$ cat config.mk
export PLATFORM = sky130hd
export DESIGN_NAME = core_dec_top
export DESIGN_NICKNAME = d
export VERILOG_FILES = /design/src/design/selen_dec_pkg.sv /design/src/design/core_cpu_ctrl.sv /design/src/design/core_dec_s.sv /design/src/design/core_dec_top.sv /design/src/design/core_if_fetch.sv /design/src/design/core_reg_file.sv
export VERILOG_INCLUDE_DIRS = /design/src /design/src/design
export SDC_FILE = /design/constraint.sdc
export NUM_CORES = 2
export LEC_CHECK = 0
export BUFFER_PORTS_ARGS = -buffer_cell sky130_fd_sc_hd__buf_2
export CAP_MARGIN = 20
export CORE_MARGIN = 3
export CORE_UTILIZATION = 56
export CTS_BUF_LIST = sky130_fd_sc_hd__clkbuf_8 sky130_fd_sc_hd__clkbuf_16
export DETAILED_ROUTE_END_ITERATION = 12
export HOLD_SLACK_MARGIN = 0.03
export MAX_ROUTING_LAYER = met4
export PLACE_DENSITY = 0.77
export RECOVER_POWER = 100
export SYNTH_ARGS = -nofsm -noshare
export SYNTH_HDL_FRONTEND = slang
export SYNTH_HIERARCHICAL = 1
export SYNTH_SLANG_ARGS = --single-unit
$ cat constraint.sdc
create_clock -name clk -period 3.7 [get_ports clk]
set_input_delay 0.185 -clock clk [delete_from_list [all_inputs] [get_ports clk]]
set_output_delay 0.185 -clock clk [all_outputs]
set_load 0.005 [all_outputs]
$ cat src/design/selen_dec_settings.svh
// --------------------------------------------------------------------------
// global sizes for the rv32i fetch and decode front end
// data width, register count, reset pc, wishbone address width
// --------------------------------------------------------------------------
`ifndef SELEN_DEC_SETTINGS_SVH
`define SELEN_DEC_SETTINGS_SVH

// instruction and data word width
`define SELEN_XLEN      32
`define SELEN_NREGS     32
// first fetch address after reset
`define SELEN_RESET_PC  32'h0000_0100
`define SELEN_WB_AW     32

`endif

$ cat src/design/selen_dec_pkg.sv
// --------------------------------------------------------------------------
// shared types of the decode front end
// opcode and operation enums, control and bundle structs
// --------------------------------------------------------------------------
`default_nettype none
`include "selen_dec_settings.svh"

package selen_dec_pkg;

	// rv32i major opcodes, compressed and system left out
	typedef enum logic [6:0] {
		OPC_OP     = 7'b0110011,
		OPC_OP_IMM = 7'b0010011,
		OPC_LOAD   = 7'b0000011,
		OPC_STORE  = 7'b0100011,
		OPC_BRANCH = 7'b1100011,
		OPC_LUI    = 7'b0110111,
		OPC_AUIPC  = 7'b0010111,
		OPC_JAL    = 7'b1101111,
		OPC_JALR   = 7'b1100111
	} opcode_e;

	typedef enum logic [3:0] {
		ALU_ADD, ALU_SUB, ALU_SLL, ALU_SLT, ALU_SLTU, ALU_XOR,
		ALU_SRL, ALU_SRA, ALU_OR, ALU_AND, ALU_PASS_B
	} alu_op_e;

	// load result extension, signed b/h/w and unsigned b/h
	typedef enum logic [2:0] {
		SX_NONE, SX_SB, SX_SH, SX_SW, SX_UB, SX_UH
	} wb_sx_op_e;

	typedef enum logic [2:0] {
		SIZE_BYTE = 3'b001,
		SIZE_HALF = 3'b010,
		SIZE_WORD = 3'b100
	} l1d_size_e;

	typedef enum logic [1:0] {
		HAZ_NONE, HAZ_USE_RS1, HAZ_USE_BOTH
	} haz_cmd_e;

	// mux_bus bits
	localparam logic [5:0] MUX_A_PC    = 6'b000001;  // operand a is pc, else src1
	localparam logic [5:0] MUX_B_IMM   = 6'b000010;  // operand b is imm, else src2
	localparam logic [5:0] MUX_RES_PC4 = 6'b000100;  // link value pc+4 to rd
	localparam logic [5:0] MUX_RES_MEM = 6'b001000;  // rd from load data
	localparam logic [5:0] MUX_BRANCH  = 6'b010000;
	localparam logic [5:0] MUX_JUMP    = 6'b100000;

	typedef struct packed {
		alu_op_e    alu_op;
		logic [2:0] alu_cnd;
		logic [5:0] mux_bus;
		logic       we_reg;
		logic       l1d_val;
		logic       l1d_cop;
		l1d_size_e  l1d_size;
		wb_sx_op_e  wb_sx_op;
		haz_cmd_e   haz_cmd;
		logic       inst_val;
	} ctrl_t;

	typedef struct packed {
		logic                   we;
		logic [4:0]             rd;
		logic [`SELEN_XLEN-1:0] data;
	} reg_wr_t;

	typedef struct packed {
		ctrl_t                  ctrl;
		logic [`SELEN_XLEN-1:0] src1;
		logic [`SELEN_XLEN-1:0] src2;
		logic [`SELEN_XLEN-1:0] imm;
		logic [`SELEN_XLEN-1:0] pc;
		logic [`SELEN_XLEN-1:0] pc_4;
		logic [4:0]             rs1;
		logic [4:0]             rs2;
		logic [4:0]             rd;
	} dec_out_t;

	typedef struct packed {
		logic                   valid;
		logic [`SELEN_XLEN-1:0] inst;
		logic [`SELEN_XLEN-1:0] pc;
		logic [`SELEN_XLEN-1:0] pc_4;
	} fetch_t;

endpackage

`default_nettype wire

$ cat src/design/core_cpu_ctrl.sv
// --------------------------------------------------------------------------
// rv32i control decoder
// instruction word to execute controls and sign-extended immediate
// --------------------------------------------------------------------------
`timescale 1ns/1ns
`default_nettype none
`include "selen_dec_settings.svh"

module core_cpu_ctrl (
	input  logic [`SELEN_XLEN-1:0] inst,
	output selen_dec_pkg::ctrl_t   ctrl,
	output logic [`SELEN_XLEN-1:0] imm
);
	import selen_dec_pkg::*;

	logic [2:0]             f3;
	logic [6:0]             f7;
	logic                   ok;
	logic [`SELEN_XLEN-1:0] imm_i;
	logic [`SELEN_XLEN-1:0] imm_s;
	logic [`SELEN_XLEN-1:0] imm_b;
	logic [`SELEN_XLEN-1:0] imm_u;
	logic [`SELEN_XLEN-1:0] imm_j;

	// shared by OP and OP_IMM, alt picks sub/sra
	function automatic alu_op_e arith_op(input logic [2:0] fn3, input logic alt);
		case (fn3)
			3'd0:    return alt ? ALU_SUB : ALU_ADD;
			3'd1:    return ALU_SLL;
			3'd2:    return ALU_SLT;
			3'd3:    return ALU_SLTU;
			3'd4:    return ALU_XOR;
			3'd5:    return alt ? ALU_SRA : ALU_SRL;
			3'd6:    return ALU_OR;
			default: return ALU_AND;
		endcase
	endfunction

	assign f3 = inst[14:12];
	assign f7 = inst[31:25];

	// immediate formats
	assign imm_i = {{20{inst[31]}}, inst[31:20]};
	assign imm_s = {{20{inst[31]}}, inst[31:25], inst[11:7]};
	assign imm_b = {{20{inst[31]}}, inst[7], inst[30:25], inst[11:8], 1'b0};
	assign imm_u = {inst[31:12], 12'b0};
	assign imm_j = {{12{inst[31]}}, inst[19:12], inst[20], inst[30:21], 1'b0};

	always_comb begin
		ctrl = '0;
		imm = '0;
		ok = 1'b1;
		case (opcode_e'(inst[6:0]))
			OPC_LUI: begin
				ctrl.alu_op = ALU_PASS_B;
				ctrl.mux_bus = MUX_B_IMM;
				ctrl.we_reg = 1'b1;
				imm = imm_u;
			end
			OPC_AUIPC: begin
				ctrl.alu_op = ALU_ADD;
				ctrl.mux_bus = MUX_A_PC | MUX_B_IMM;
				ctrl.we_reg = 1'b1;
				imm = imm_u;
			end
			OPC_JAL: begin
				ctrl.alu_op = ALU_ADD;
				ctrl.mux_bus = MUX_A_PC | MUX_B_IMM | MUX_RES_PC4 | MUX_JUMP;
				ctrl.we_reg = 1'b1;
				imm = imm_j;
			end
			OPC_JALR: begin
				ok = (f3 == 3'd0);
				ctrl.alu_op = ALU_ADD;
				ctrl.mux_bus = MUX_B_IMM | MUX_RES_PC4 | MUX_JUMP;
				ctrl.we_reg = 1'b1;
				ctrl.haz_cmd = HAZ_USE_RS1;
				imm = imm_i;
			end
			OPC_BRANCH: begin
				// funct3 2 and 3 are unused
				ok = (f3[2:1] != 2'b01);
				ctrl.alu_cnd = f3;
				ctrl.alu_op = !f3[2] ? ALU_SUB : (f3[1] ? ALU_SLTU : ALU_SLT);
				ctrl.mux_bus = MUX_BRANCH;
				ctrl.haz_cmd = HAZ_USE_BOTH;
				imm = imm_b;
			end
			OPC_LOAD: begin
				ctrl.alu_op = ALU_ADD;
				ctrl.mux_bus = MUX_B_IMM | MUX_RES_MEM;
				ctrl.we_reg = 1'b1;
				ctrl.l1d_val = 1'b1;
				ctrl.haz_cmd = HAZ_USE_RS1;
				imm = imm_i;
				case (f3)
					3'd0: {ctrl.l1d_size, ctrl.wb_sx_op} = {SIZE_BYTE, SX_SB};
					3'd1: {ctrl.l1d_size, ctrl.wb_sx_op} = {SIZE_HALF, SX_SH};
					3'd2: {ctrl.l1d_size, ctrl.wb_sx_op} = {SIZE_WORD, SX_SW};
					3'd4: {ctrl.l1d_size, ctrl.wb_sx_op} = {SIZE_BYTE, SX_UB};
					3'd5: {ctrl.l1d_size, ctrl.wb_sx_op} = {SIZE_HALF, SX_UH};
					default: ok = 1'b0;
				endcase
			end
			OPC_STORE: begin
				ok = (f3 < 3'd3);
				ctrl.alu_op = ALU_ADD;
				ctrl.mux_bus = MUX_B_IMM;
				ctrl.l1d_val = 1'b1;
				ctrl.l1d_cop = 1'b1;
				ctrl.l1d_size = (f3 == 3'd0) ? SIZE_BYTE : (f3 == 3'd1) ? SIZE_HALF : SIZE_WORD;
				ctrl.haz_cmd = HAZ_USE_BOTH;
				imm = imm_s;
			end
			OPC_OP_IMM: begin
				// shift immediates carry funct7 in the upper bits
				if (f3 == 3'd1)
					ok = (f7 == 7'b0000000);
				else if (f3 == 3'd5)
					ok = (f7 == 7'b0000000) || (f7 == 7'b0100000);
				ctrl.alu_op = arith_op(f3, f7[5] && f3 == 3'd5);
				ctrl.mux_bus = MUX_B_IMM;
				ctrl.we_reg = 1'b1;
				ctrl.haz_cmd = HAZ_USE_RS1;
				imm = imm_i;
			end
			OPC_OP: begin
				ok = (f7 == 7'b0000000) ||
					(f7 == 7'b0100000 && (f3 == 3'd0 || f3 == 3'd5));
				ctrl.alu_op = arith_op(f3, f7[5]);
				ctrl.we_reg = 1'b1;
				ctrl.haz_cmd = HAZ_USE_BOTH;
			end
			default: ok = 1'b0;
		endcase

		if (ok) begin
			ctrl.inst_val = 1'b1;
		end else begin
			ctrl = '0;
			imm = '0;
		end
	end

endmodule

`default_nettype wire

$ cat src/design/core_dec_s.sv
// --------------------------------------------------------------------------
// decode stage
// register file and control decoder side by side, one output register
// --------------------------------------------------------------------------
`timescale 1ns/1ns
`default_nettype none
`include "selen_dec_settings.svh"

module core_dec_s (
	input  logic                    clk,
	input  logic                    rst_n,
	input  logic                    hold,
	input  logic                    kill,
	input  selen_dec_pkg::fetch_t   fetch,
	input  selen_dec_pkg::reg_wr_t  wr,
	output selen_dec_pkg::dec_out_t dec_out,
	output logic                    out_valid
);
	import selen_dec_pkg::*;

	ctrl_t                  ctrl;
	logic [`SELEN_XLEN-1:0] imm;
	logic [`SELEN_XLEN-1:0] src1;
	logic [`SELEN_XLEN-1:0] src2;
	logic                   take;

	ctrl_t                  ctrl_q;
	logic [4:0]             rs1_q;
	logic [4:0]             rs2_q;
	logic [4:0]             rd_q;
	logic [`SELEN_XLEN-1:0] src1_q;
	logic [`SELEN_XLEN-1:0] src2_q;
	logic [`SELEN_XLEN-1:0] imm_q;
	logic [`SELEN_XLEN-1:0] pc_q;
	logic [`SELEN_XLEN-1:0] pc_4_q;

	core_reg_file core_reg_file_inst (
		.clk  (clk),
		.rst_n(rst_n),
		.rs1  (fetch.inst[19:15]),
		.rs2  (fetch.inst[24:20]),
		.wr   (wr),
		.src1 (src1),
		.src2 (src2)
	);

	core_cpu_ctrl core_cpu_ctrl_inst (
		.inst(fetch.inst),
		.ctrl(ctrl),
		.imm (imm)
	);

	assign take = fetch.valid && !hold;

	// --------------------------------------------------------------------------
	// stage register, kill wins over enable
	// --------------------------------------------------------------------------
	always_ff @(posedge clk) begin
		if (!rst_n || kill) begin
			ctrl_q <= '0;
			rs1_q <= '0;
			rs2_q <= '0;
			rd_q <= '0;
			out_valid <= 1'b0;
		end else begin
			out_valid <= take;
			if (take) begin
				ctrl_q <= ctrl;
				rs1_q <= fetch.inst[19:15];
				rs2_q <= fetch.inst[24:20];
				rd_q <= fetch.inst[11:7];
			end
		end
	end

	// operands and addresses
	always_ff @(posedge clk) begin
		if (take) begin
			src1_q <= src1;
			src2_q <= src2;
			imm_q <= imm;
			pc_q <= fetch.pc;
			pc_4_q <= fetch.pc_4;
		end
	end

	assign dec_out = '{ctrl: ctrl_q, src1: src1_q, src2: src2_q, imm: imm_q,
		pc: pc_q, pc_4: pc_4_q, rs1: rs1_q, rs2: rs2_q, rd: rd_q};

endmodule

`default_nettype wire

$ cat src/design/core_dec_top.sv
// --------------------------------------------------------------------------
// fetch and decode front end top level
// --------------------------------------------------------------------------
`timescale 1ns/1ns
`default_nettype none
`include "selen_dec_settings.svh"

module core_dec_top (
	input  logic                    clk,
	input  logic                    rst_n,
	input  logic                    hold,
	input  logic                    kill,
	// instruction memory
	output logic                    wb_cyc,
	output logic                    wb_stb,
	output logic                    wb_we,
	output logic [`SELEN_WB_AW-1:0] wb_adr,
	input  logic [`SELEN_XLEN-1:0]  wb_dat_i,
	input  logic                    wb_ack,
	// writeback into the register file
	input  selen_dec_pkg::reg_wr_t  wr,
	output selen_dec_pkg::dec_out_t dec_out,
	output logic                    out_valid
);
	import selen_dec_pkg::*;

	fetch_t fetch;

	core_if_fetch core_if_fetch_inst (
		.clk     (clk),
		.rst_n   (rst_n),
		.hold    (hold),
		.wb_cyc  (wb_cyc),
		.wb_stb  (wb_stb),
		.wb_we   (wb_we),
		.wb_adr  (wb_adr),
		.wb_dat_i(wb_dat_i),
		.wb_ack  (wb_ack),
		.fetch   (fetch)
	);

	core_dec_s core_dec_s_inst (
		.clk      (clk),
		.rst_n    (rst_n),
		.hold     (hold),
		.kill     (kill),
		.fetch    (fetch),
		.wr       (wr),
		.dec_out  (dec_out),
		.out_valid(out_valid)
	);

endmodule

`default_nettype wire

$ cat src/design/core_if_fetch.sv
// --------------------------------------------------------------------------
// instruction fetch, wishbone classic master
// one read in flight, word held under hold, pc steps by four
// --------------------------------------------------------------------------
`timescale 1ns/1ns
`default_nettype none
`include "selen_dec_settings.svh"

module core_if_fetch (
	input  logic                    clk,
	input  logic                    rst_n,
	input  logic                    hold,
	output logic                    wb_cyc,
	output logic                    wb_stb,
	output logic                    wb_we,
	output logic [`SELEN_WB_AW-1:0] wb_adr,
	input  logic [`SELEN_XLEN-1:0]  wb_dat_i,
	input  logic                    wb_ack,
	output selen_dec_pkg::fetch_t   fetch
);

	// IDLE after reset, REQ drives the bus, HAND offers the word to decode
	typedef enum logic [1:0] {IDLE, REQ, HAND} state_e;

	state_e                 state;
	logic [`SELEN_XLEN-1:0] pc;
	logic [`SELEN_XLEN-1:0] pc_4;
	logic [`SELEN_XLEN-1:0] inst_q;

	assign pc_4 = pc + `SELEN_XLEN'(4);

	always_ff @(posedge clk) begin
		if (!rst_n) begin
			state <= IDLE;
			pc <= `SELEN_RESET_PC;
		end else begin
			case (state)
				IDLE: if (!hold) state <= REQ;
				REQ:  if (wb_ack) state <= HAND;
				HAND: begin
					// decode takes the word on this edge
					if (!hold) begin
						state <= REQ;
						pc <= pc_4;
					end
				end
				default: state <= IDLE;
			endcase
		end
	end

	always_ff @(posedge clk) begin
		if (state == REQ && wb_ack)
			inst_q <= wb_dat_i;
	end

	// --------------------------------------------------------------------------
	// bus and decode side outputs
	// --------------------------------------------------------------------------
	assign wb_cyc = (state == REQ);
	assign wb_stb = (state == REQ);
	assign wb_we = 1'b0;
	assign wb_adr = pc[`SELEN_WB_AW-1:0];

	assign fetch = '{valid: (state == HAND), inst: inst_q, pc: pc, pc_4: pc_4};

endmodule

`default_nettype wire

$ cat src/design/core_reg_file.sv
// --------------------------------------------------------------------------
// integer register file, two async read ports, one write port
// x0 hard zero, same-cycle write forwarded to reads
// --------------------------------------------------------------------------
`timescale 1ns/1ns
`default_nettype none
`include "selen_dec_settings.svh"

module core_reg_file (
	input  logic                   clk,
	input  logic                   rst_n,
	input  logic [4:0]             rs1,
	input  logic [4:0]             rs2,
	input  selen_dec_pkg::reg_wr_t wr,
	output logic [`SELEN_XLEN-1:0] src1,
	output logic [`SELEN_XLEN-1:0] src2
);

	logic [`SELEN_XLEN-1:0] regs [`SELEN_NREGS];

	// x0 first, then the bypass, then the array
	function automatic logic [`SELEN_XLEN-1:0] read_port(input logic [4:0] addr);
		if (addr == 5'd0)
			return '0;
		if (wr.we && wr.rd == addr)
			return wr.data;
		return regs[addr];
	endfunction

	always_ff @(posedge clk) begin
		if (!rst_n) begin
			for (int i = 0; i < `SELEN_NREGS; i++)
				regs[i] <= '0;
		end else if (wr.we && wr.rd != 5'd0) begin
			regs[wr.rd] <= wr.data;
		end
	end

	assign src1 = read_port(rs1);
	assign src2 = read_port(rs2);

endmodule

`default_nettype wire

== Yosys cells after proc, flatten, opt, wreduce, memory -nomap -nowiden ==
Memory sizes are Yosys's and may differ from the RTL's. A register that Yosys moved wholly into a read port is not among the register bits.
Cells that the tools add are included.
Word-level totals
  output and inout port bits: 236
  logic and storage cells: 133
  bits in writable memories: 1024
  register bits after elaboration: 267
  bits of input ports: 75
  memories: 1
Cells by class
  magnitude comparators: 1
  reductions and logical operators: 31
  bitwise logic cells: 1
  eq/ne operators: 23
  multiplexer cells: 53
  add/subtract/negate cells: 1
Memory list
  core_dec_s_inst.core_reg_file_inst.regs: depth 32, width 32, rd ports 2, clocked after Yosys merged registers in 2, write ports 32, line core_reg_file.sv:19  | logic [`SELEN_XLEN-1:0] regs [`SELEN_NREGS];
Operators with widths (count)
  32-bit 2-to-1 mux: 9
  32-bit one-hot mux with 5 select lines: 1
  4-bit one-hot mux with 7 select lines: 2
  6-bit one-hot mux with 6 select lines: 1
  32-bit by 3-bit adder with 32-bit output (second input constant): 1
  32-bit OR reduction: 1
  6-bit one-hot mux with 5 select lines: 1
  7-bit by 6-bit == test with 1-bit output (second input constant): 4
  24-bit 2-to-1 mux: 1
  1-bit 2-to-1 mux: 22
  7-bit == test (second input constant): 3
  3-bit 2-to-1 mux: 6
  4-bit one-hot mux with 4 select lines: 1
  5-bit 2-to-1 mux: 3
  7-bit by 5-bit == test with 1-bit output (second input constant): 2
  3-bit OR reduction: 4
  5-bit == test: 2
  5-bit zero test: 2
  3-bit == test (second input constant): 3
  2-bit one-hot mux with 2 select lines: 2
  7-bit by 2-bit == test with 1-bit output (second input constant): 1
  1-bit logical AND: 7
  7-bit zero test: 1
  1-bit one-hot mux with 7 select lines: 1
  other kinds (19): 29

== Logic depth before layout (Yosys ltp) ==
  depth in word-level cells: 7
  mapped depth: 10
  depth with buffers taken out: 7

== Hierarchy ==
The synthesis kept the hierarchy.
By module, submodules not included
  core_reg_file: sequential area each 30749.5 sq um, instances 1, cells each 3813, area each 55074.1 sq um
  core_dec_s: sequential area each 5625.4 sq um, instances 1, cells each 339, area each 6268.5 sq um
  core_if_fetch: sequential area each 1601.5 sq um, instances 1, cells each 320, area each 3230.6 sq um
  core_cpu_ctrl: sequential area each 0.0 sq um, instances 1, cells each 200, area each 1126.1 sq um

== Worst setup path before layout ==
Ideal clock, no wire load.
  path kind: input port to flip-flop
  start: input wr[35] (netlist name)
  end: memory core_dec_s_inst/core_reg_file_inst/regs[4][0] (netlist name) (enable)
  data arrival time: 3279 ps
  cell stages on the path: 4
  buffers on the path: 2
  required time: 3234 ps
  library setup time: 466 ps
  path slack: -44 ps
  cell sequence: buf_2 > or3b_2 > clkbuf_1 > o21ai_0
RTL lines
  start: declaration: line core_dec_top.sv:21  | input selen_dec_pkg::reg_wr_t wr,
  end: declaration: line core_reg_file.sv:19

== Worst setup path in the final report ==
  start: register core_if_fetch_inst.inst_q[16]
  end: register core_dec_s_inst.src1_q[18] (data pin)
Between the ends
  longest elaborated chain between the ends: 6
  elaborated cells between the ends (all ways): 9
  classes of those cells: eq/ne (1); mux (6); reduce/logical (2)
Ends and longest elaborated chain
  start: declaration: line core_if_fetch.sv:28  | logic [`SELEN_XLEN-1:0] inst_q;
  start signal: assignment: line core_if_fetch.sv:54  | inst_q <= wb_dat_i;
  5-bit == test: line core_reg_file.sv:25  | if (wr.we && wr.rd == addr)
  1-bit logical AND: line core_reg_file.sv:25
  1-bit 2-to-1 mux (2 in series): line core_reg_file.sv:25
  32-bit 2-to-1 mux: line core_reg_file.sv:27  | return regs[addr];
  32-bit 2-to-1 mux *: line core_reg_file.sv:25
  named net core_dec_s_inst.src1[18]: line core_dec_s.sv:23  | logic [`SELEN_XLEN-1:0] src1;
  end signal: assignment: line core_dec_s.sv:79  | src1_q <= src1;
  end: declaration: line core_dec_s.sv:31  | logic [`SELEN_XLEN-1:0] src1_q;
Mark *: on every way through the listed nets, which the timed path passes. The rest lies on a longest branch. The select of a mux whose other input is x is not followed.
A chain may end at the register's enable or synchronous reset.

==> impl_metrics.tcl <==
set metrics [dict create \
    status "finished with violations" \
    violations "capacitance limit, slew limit" \
    htreeDepth 4 \
    ir_drop_mv 0.4367 \
    seq_area_frac_synth_pct 57.80 \
    r2r-start "core_if_fetch_inst/inst_q[16]$_DFFE_PP_" \
    finalSetupViolations 0 \
    min_path_cells 2 \
    coreArea_um2 116400 \
    skew_ps 30.04 \
    clk_pin_slew_worst_paths_ps 60 \
    ant_nets 0 \
    via_per_inst 7.134 \
    io_buffers 307 \
    cts_tree "done" \
    ys.flop_type "edfxtp_1" \
    yosysTopAreaCellShare_pct 55.58 \
    critPathSlowestCell "edfxtp_1" \
    drive_gt1_share_pct 19.96 \
    post-route-period-util_pct 94.49 \
    root_buffer "clkbuf_16" \
    relSlewSlack_pct -34.66 \
    cpPeakStageDelay_ps 890 \
    ys_async_sr_fraction_pct 0 \
    drtIter0Drc 8320 \
    drv_cap 14 \
    syn2layout_area_growth_pct 11.92 \
    clk_path_buf_depth 3 \
    grt_antenna_before_repair 35 \
    rrSetupSlack_ps 200 \
    p_total_w 0.03287 \
    critical_path_class "flop to flop" \
    grt_usage_pct 38.64 \
    netlist_area_um2 65700 \
    cp.required_ps 4330 \
    worst_hold_slack_ps 65.50 \
    crit_path_max_fanout 14 \
    max_freq_ghz 0.2860 \
    yosysTopAreaCell "edfxtp_1" \
    max_slew.worst_pin.slew_ps 2020 \
    hold_class "primary input to flop" \
    layout_commonest_cell "edfxtp_1" \
    pre_cts_slack_ps 125.7 \
    rsz0062_at_grt "no" \
    min_period_ps 3496 \
    vias 46860 \
    remaining_drc_errors 0 \
    fin_util_pct 63.19 \
    finalWirelength_um 231000 \
    synth_cell_types 82 \
    tns_ps 0 \
    die_w_um 348.5 \
    cp-startpoint "core_if_fetch_inst/inst_q[16]$_DFFE_PP_" \
    r2r_end "core_dec_s_inst/src1_q[18]$_DFFE_PP_" \
    startpoint_type "flop" \
    clock_sinks 1289 \
    ys_warn_count 6 \
    synth-seq-cells 1289 \
    cp_cell_sequence "buf_4, clkbuf_2, mux4_2, mux2i_1, a2111oi_0, o221a_2" \
    synth_area_leaders "edfxtp_1, mux4_2, and2_1" \
    chipHeight_um 348.5 \
    report.final.hold_viol_count 0 \
    end_kind "flop" \
    p_per_area_nw_per_um2 447.0 \
    hpwlAfterDp_um 143800 \
    min_from "wr[14]" \
    grt_max_degree 80 \
    detail_route.wl_per_cell_um 35.16 \
    most-common-layout-cells "edfxtp_1, and2_1, and2_0, mux4_2, mux2i_1" \
    cts_hold_buf 40 \
    p_leak_nw 25.70 \
    io_pins 311 \
    synth_edf_count 1216 \
    clkLatencyLatePin_ps 770 \
    critPathArrivalTime_ps 4130 \
    avgSynthCellArea_um2 14.06 \
    reg2reg_depth 6 \
    finalNetCount 4982 \
    grt_pass1_vias 45180 \
    overflow 0 \
    rows 125 \
    dieArea_um2 121500 \
    drv_slew 248 \
    start_util_pct 56.46 \
    setup_ws_ps 203.8 \
    cts_setup_buffers 0 \
    cts_made_buffers 137 \
    dr.pass1.iters 9 \
    synthCells 4672 \
    grt_pass1_wl_um 323700 \
    gp_congestion 0.9621 \
    post_cts_resized 0 \
]
synth_stat cells, types with 12 or more instances:
library cell and number:
a2111oi_0 13, nand3_1 23, a211oi_1 34, xor2_1 23
a32o_1 32, mux2i_1 330, mux4_2 371, edfxtp_1 1216
a22oi_1 111, buf_4 58, and2_1 1002, nor3_1 24
a221oi_1 19, a21oi_1 146, nor2_1 92, nor2b_1 14
o21ai_0 103, o22ai_1 36, clkbuf_1 313, buf_6 27
mux2_2 14, xnor2_1 21, o211ai_1 15, a22o_1 13
o221ai_1 39, buf_1 14, o221a_2 19, or4_1 14
nand2_1 223, nand4_1 13, dfxtp_1 73, buf_2 78
nand2b_1 12
worst max path at each step:
| stage | endpoint | slack [ps] | depth (start not counted) |
|---|---|---|---|
| after detailed placement | core_dec_s_inst/src1_q[15]$_DFFE_PP_ | 130 | 4 |
| final | core_dec_s_inst/src1_q[18]$_DFFE_PP_ | 200 | 6 |
| after floorplan | core_dec_s_inst/core_reg_file_inst/regs[4][0]$_SDFFCE_PN0P_ | -40 | 4 |
| after global routing | flop | 270 | 6 |
| after global placement | core_dec_s_inst/src1_q[15]$_DFFE_PP_ | 120 | 4 |
| after CTS | core_dec_s_inst/src1_q[15]$_DFFE_PP_ | 100 | 4 |
power by group:
| part | leakage [nW] | total, W | switching, W | internal [W] |
|---|---|---|---|---|
| clock | 2.18 | 0.0131 | 0.00584 | 0.00726 |
| sequential | 12.3 | 0.0170 | 0.000389 | 0.0166 |
| combinational | 11.3 | 0.00274 | 0.00169 | 0.00105 |
metrics by stage:
| step | instances | area, um^2 |
|---|---|---|
| floorplan | 4709 | 65840 |
| global placement | 6248 | 69650 |
| detailed placement | 6249 | 69670 |
| CTS | 6531 | 74270 |
| global route | 6558 | 73500 |
| finish | 6569 | 73530 |
area by class of cell:
class | instances | area, um^2
fillers | 8538 | 42830
well taps | 1524 | 1907
clock buffers | 143 | 3522
multi-input cells | 2908 | 25600
diodes | 36 | 90.09
repair buffers | 559 | 3699
flip-flops and latches | 1289 | 37980
inverters | 11 | 48.80
clock inverters | 99 | 681.9
worst max-delay path: cells and delay by family (launching register included):
kind                   cells  cell delay, ps
buffers and inverters      2             860
AO/OA/AOI/OAI              2            1080
flip-flops                 1             890
multiplexers               2             500
kinds of logic (layout without fill, tap and decap cells):
group / after synthesis / after routing / synth area share (%)
AO/OA/AOI/OAI: 632 / 632 / 6.702
AND/OR/NAND/NOR: 1477 / 1477 / 12.99
XOR/XNOR: 44 / 44 / 0.5866
flip-flops: 1289 / 1289 / 57.80
other: 2 / 75 / 0.01143
multiplexers: 715 / 715 / 17.99
buffers and inverters: 512 / 812 / 3.902
adder cells (fa/ha/maj): 1 / 1 / 0.01904
metal layers:
layer | global-route usage [%] | vias to the layer above | wire [um]
li1 | - | 18260 | -
met1 | 48.47 | 22950 | 75940
met2 | 54.38 | 4639 | 99820
met3 | 13.82 | 1012 | 39460
met4 | 22.35 | 0 | 15770
met5 | - | - | 0
flip-flops by register name, indices dropped and copies added (netlist names):
| name | flops |
|---|---|
| core_dec_s_inst/core_reg_file_inst/regs | 1024 |
| core_dec_s_inst/dec_out | 25 |
| core_dec_s_inst/imm_q | 32 |
| core_dec_s_inst/out_valid | 1 |
| core_dec_s_inst/pc_4_q | 32 |
| core_dec_s_inst/pc_q | 32 |
| core_dec_s_inst/rd_q | 5 |
| core_dec_s_inst/rs1_q | 5 |
| core_dec_s_inst/rs2_q | 5 |
| core_dec_s_inst/src1_q | 32 |
| core_dec_s_inst/src2_q | 32 |
| core_if_fetch_inst/inst_q | 32 |
| core_if_fetch_inst/state | 2 |
| core_if_fetch_inst/wb_adr | 30 |
Note: power is estimated with default switching activity, not from simulation.
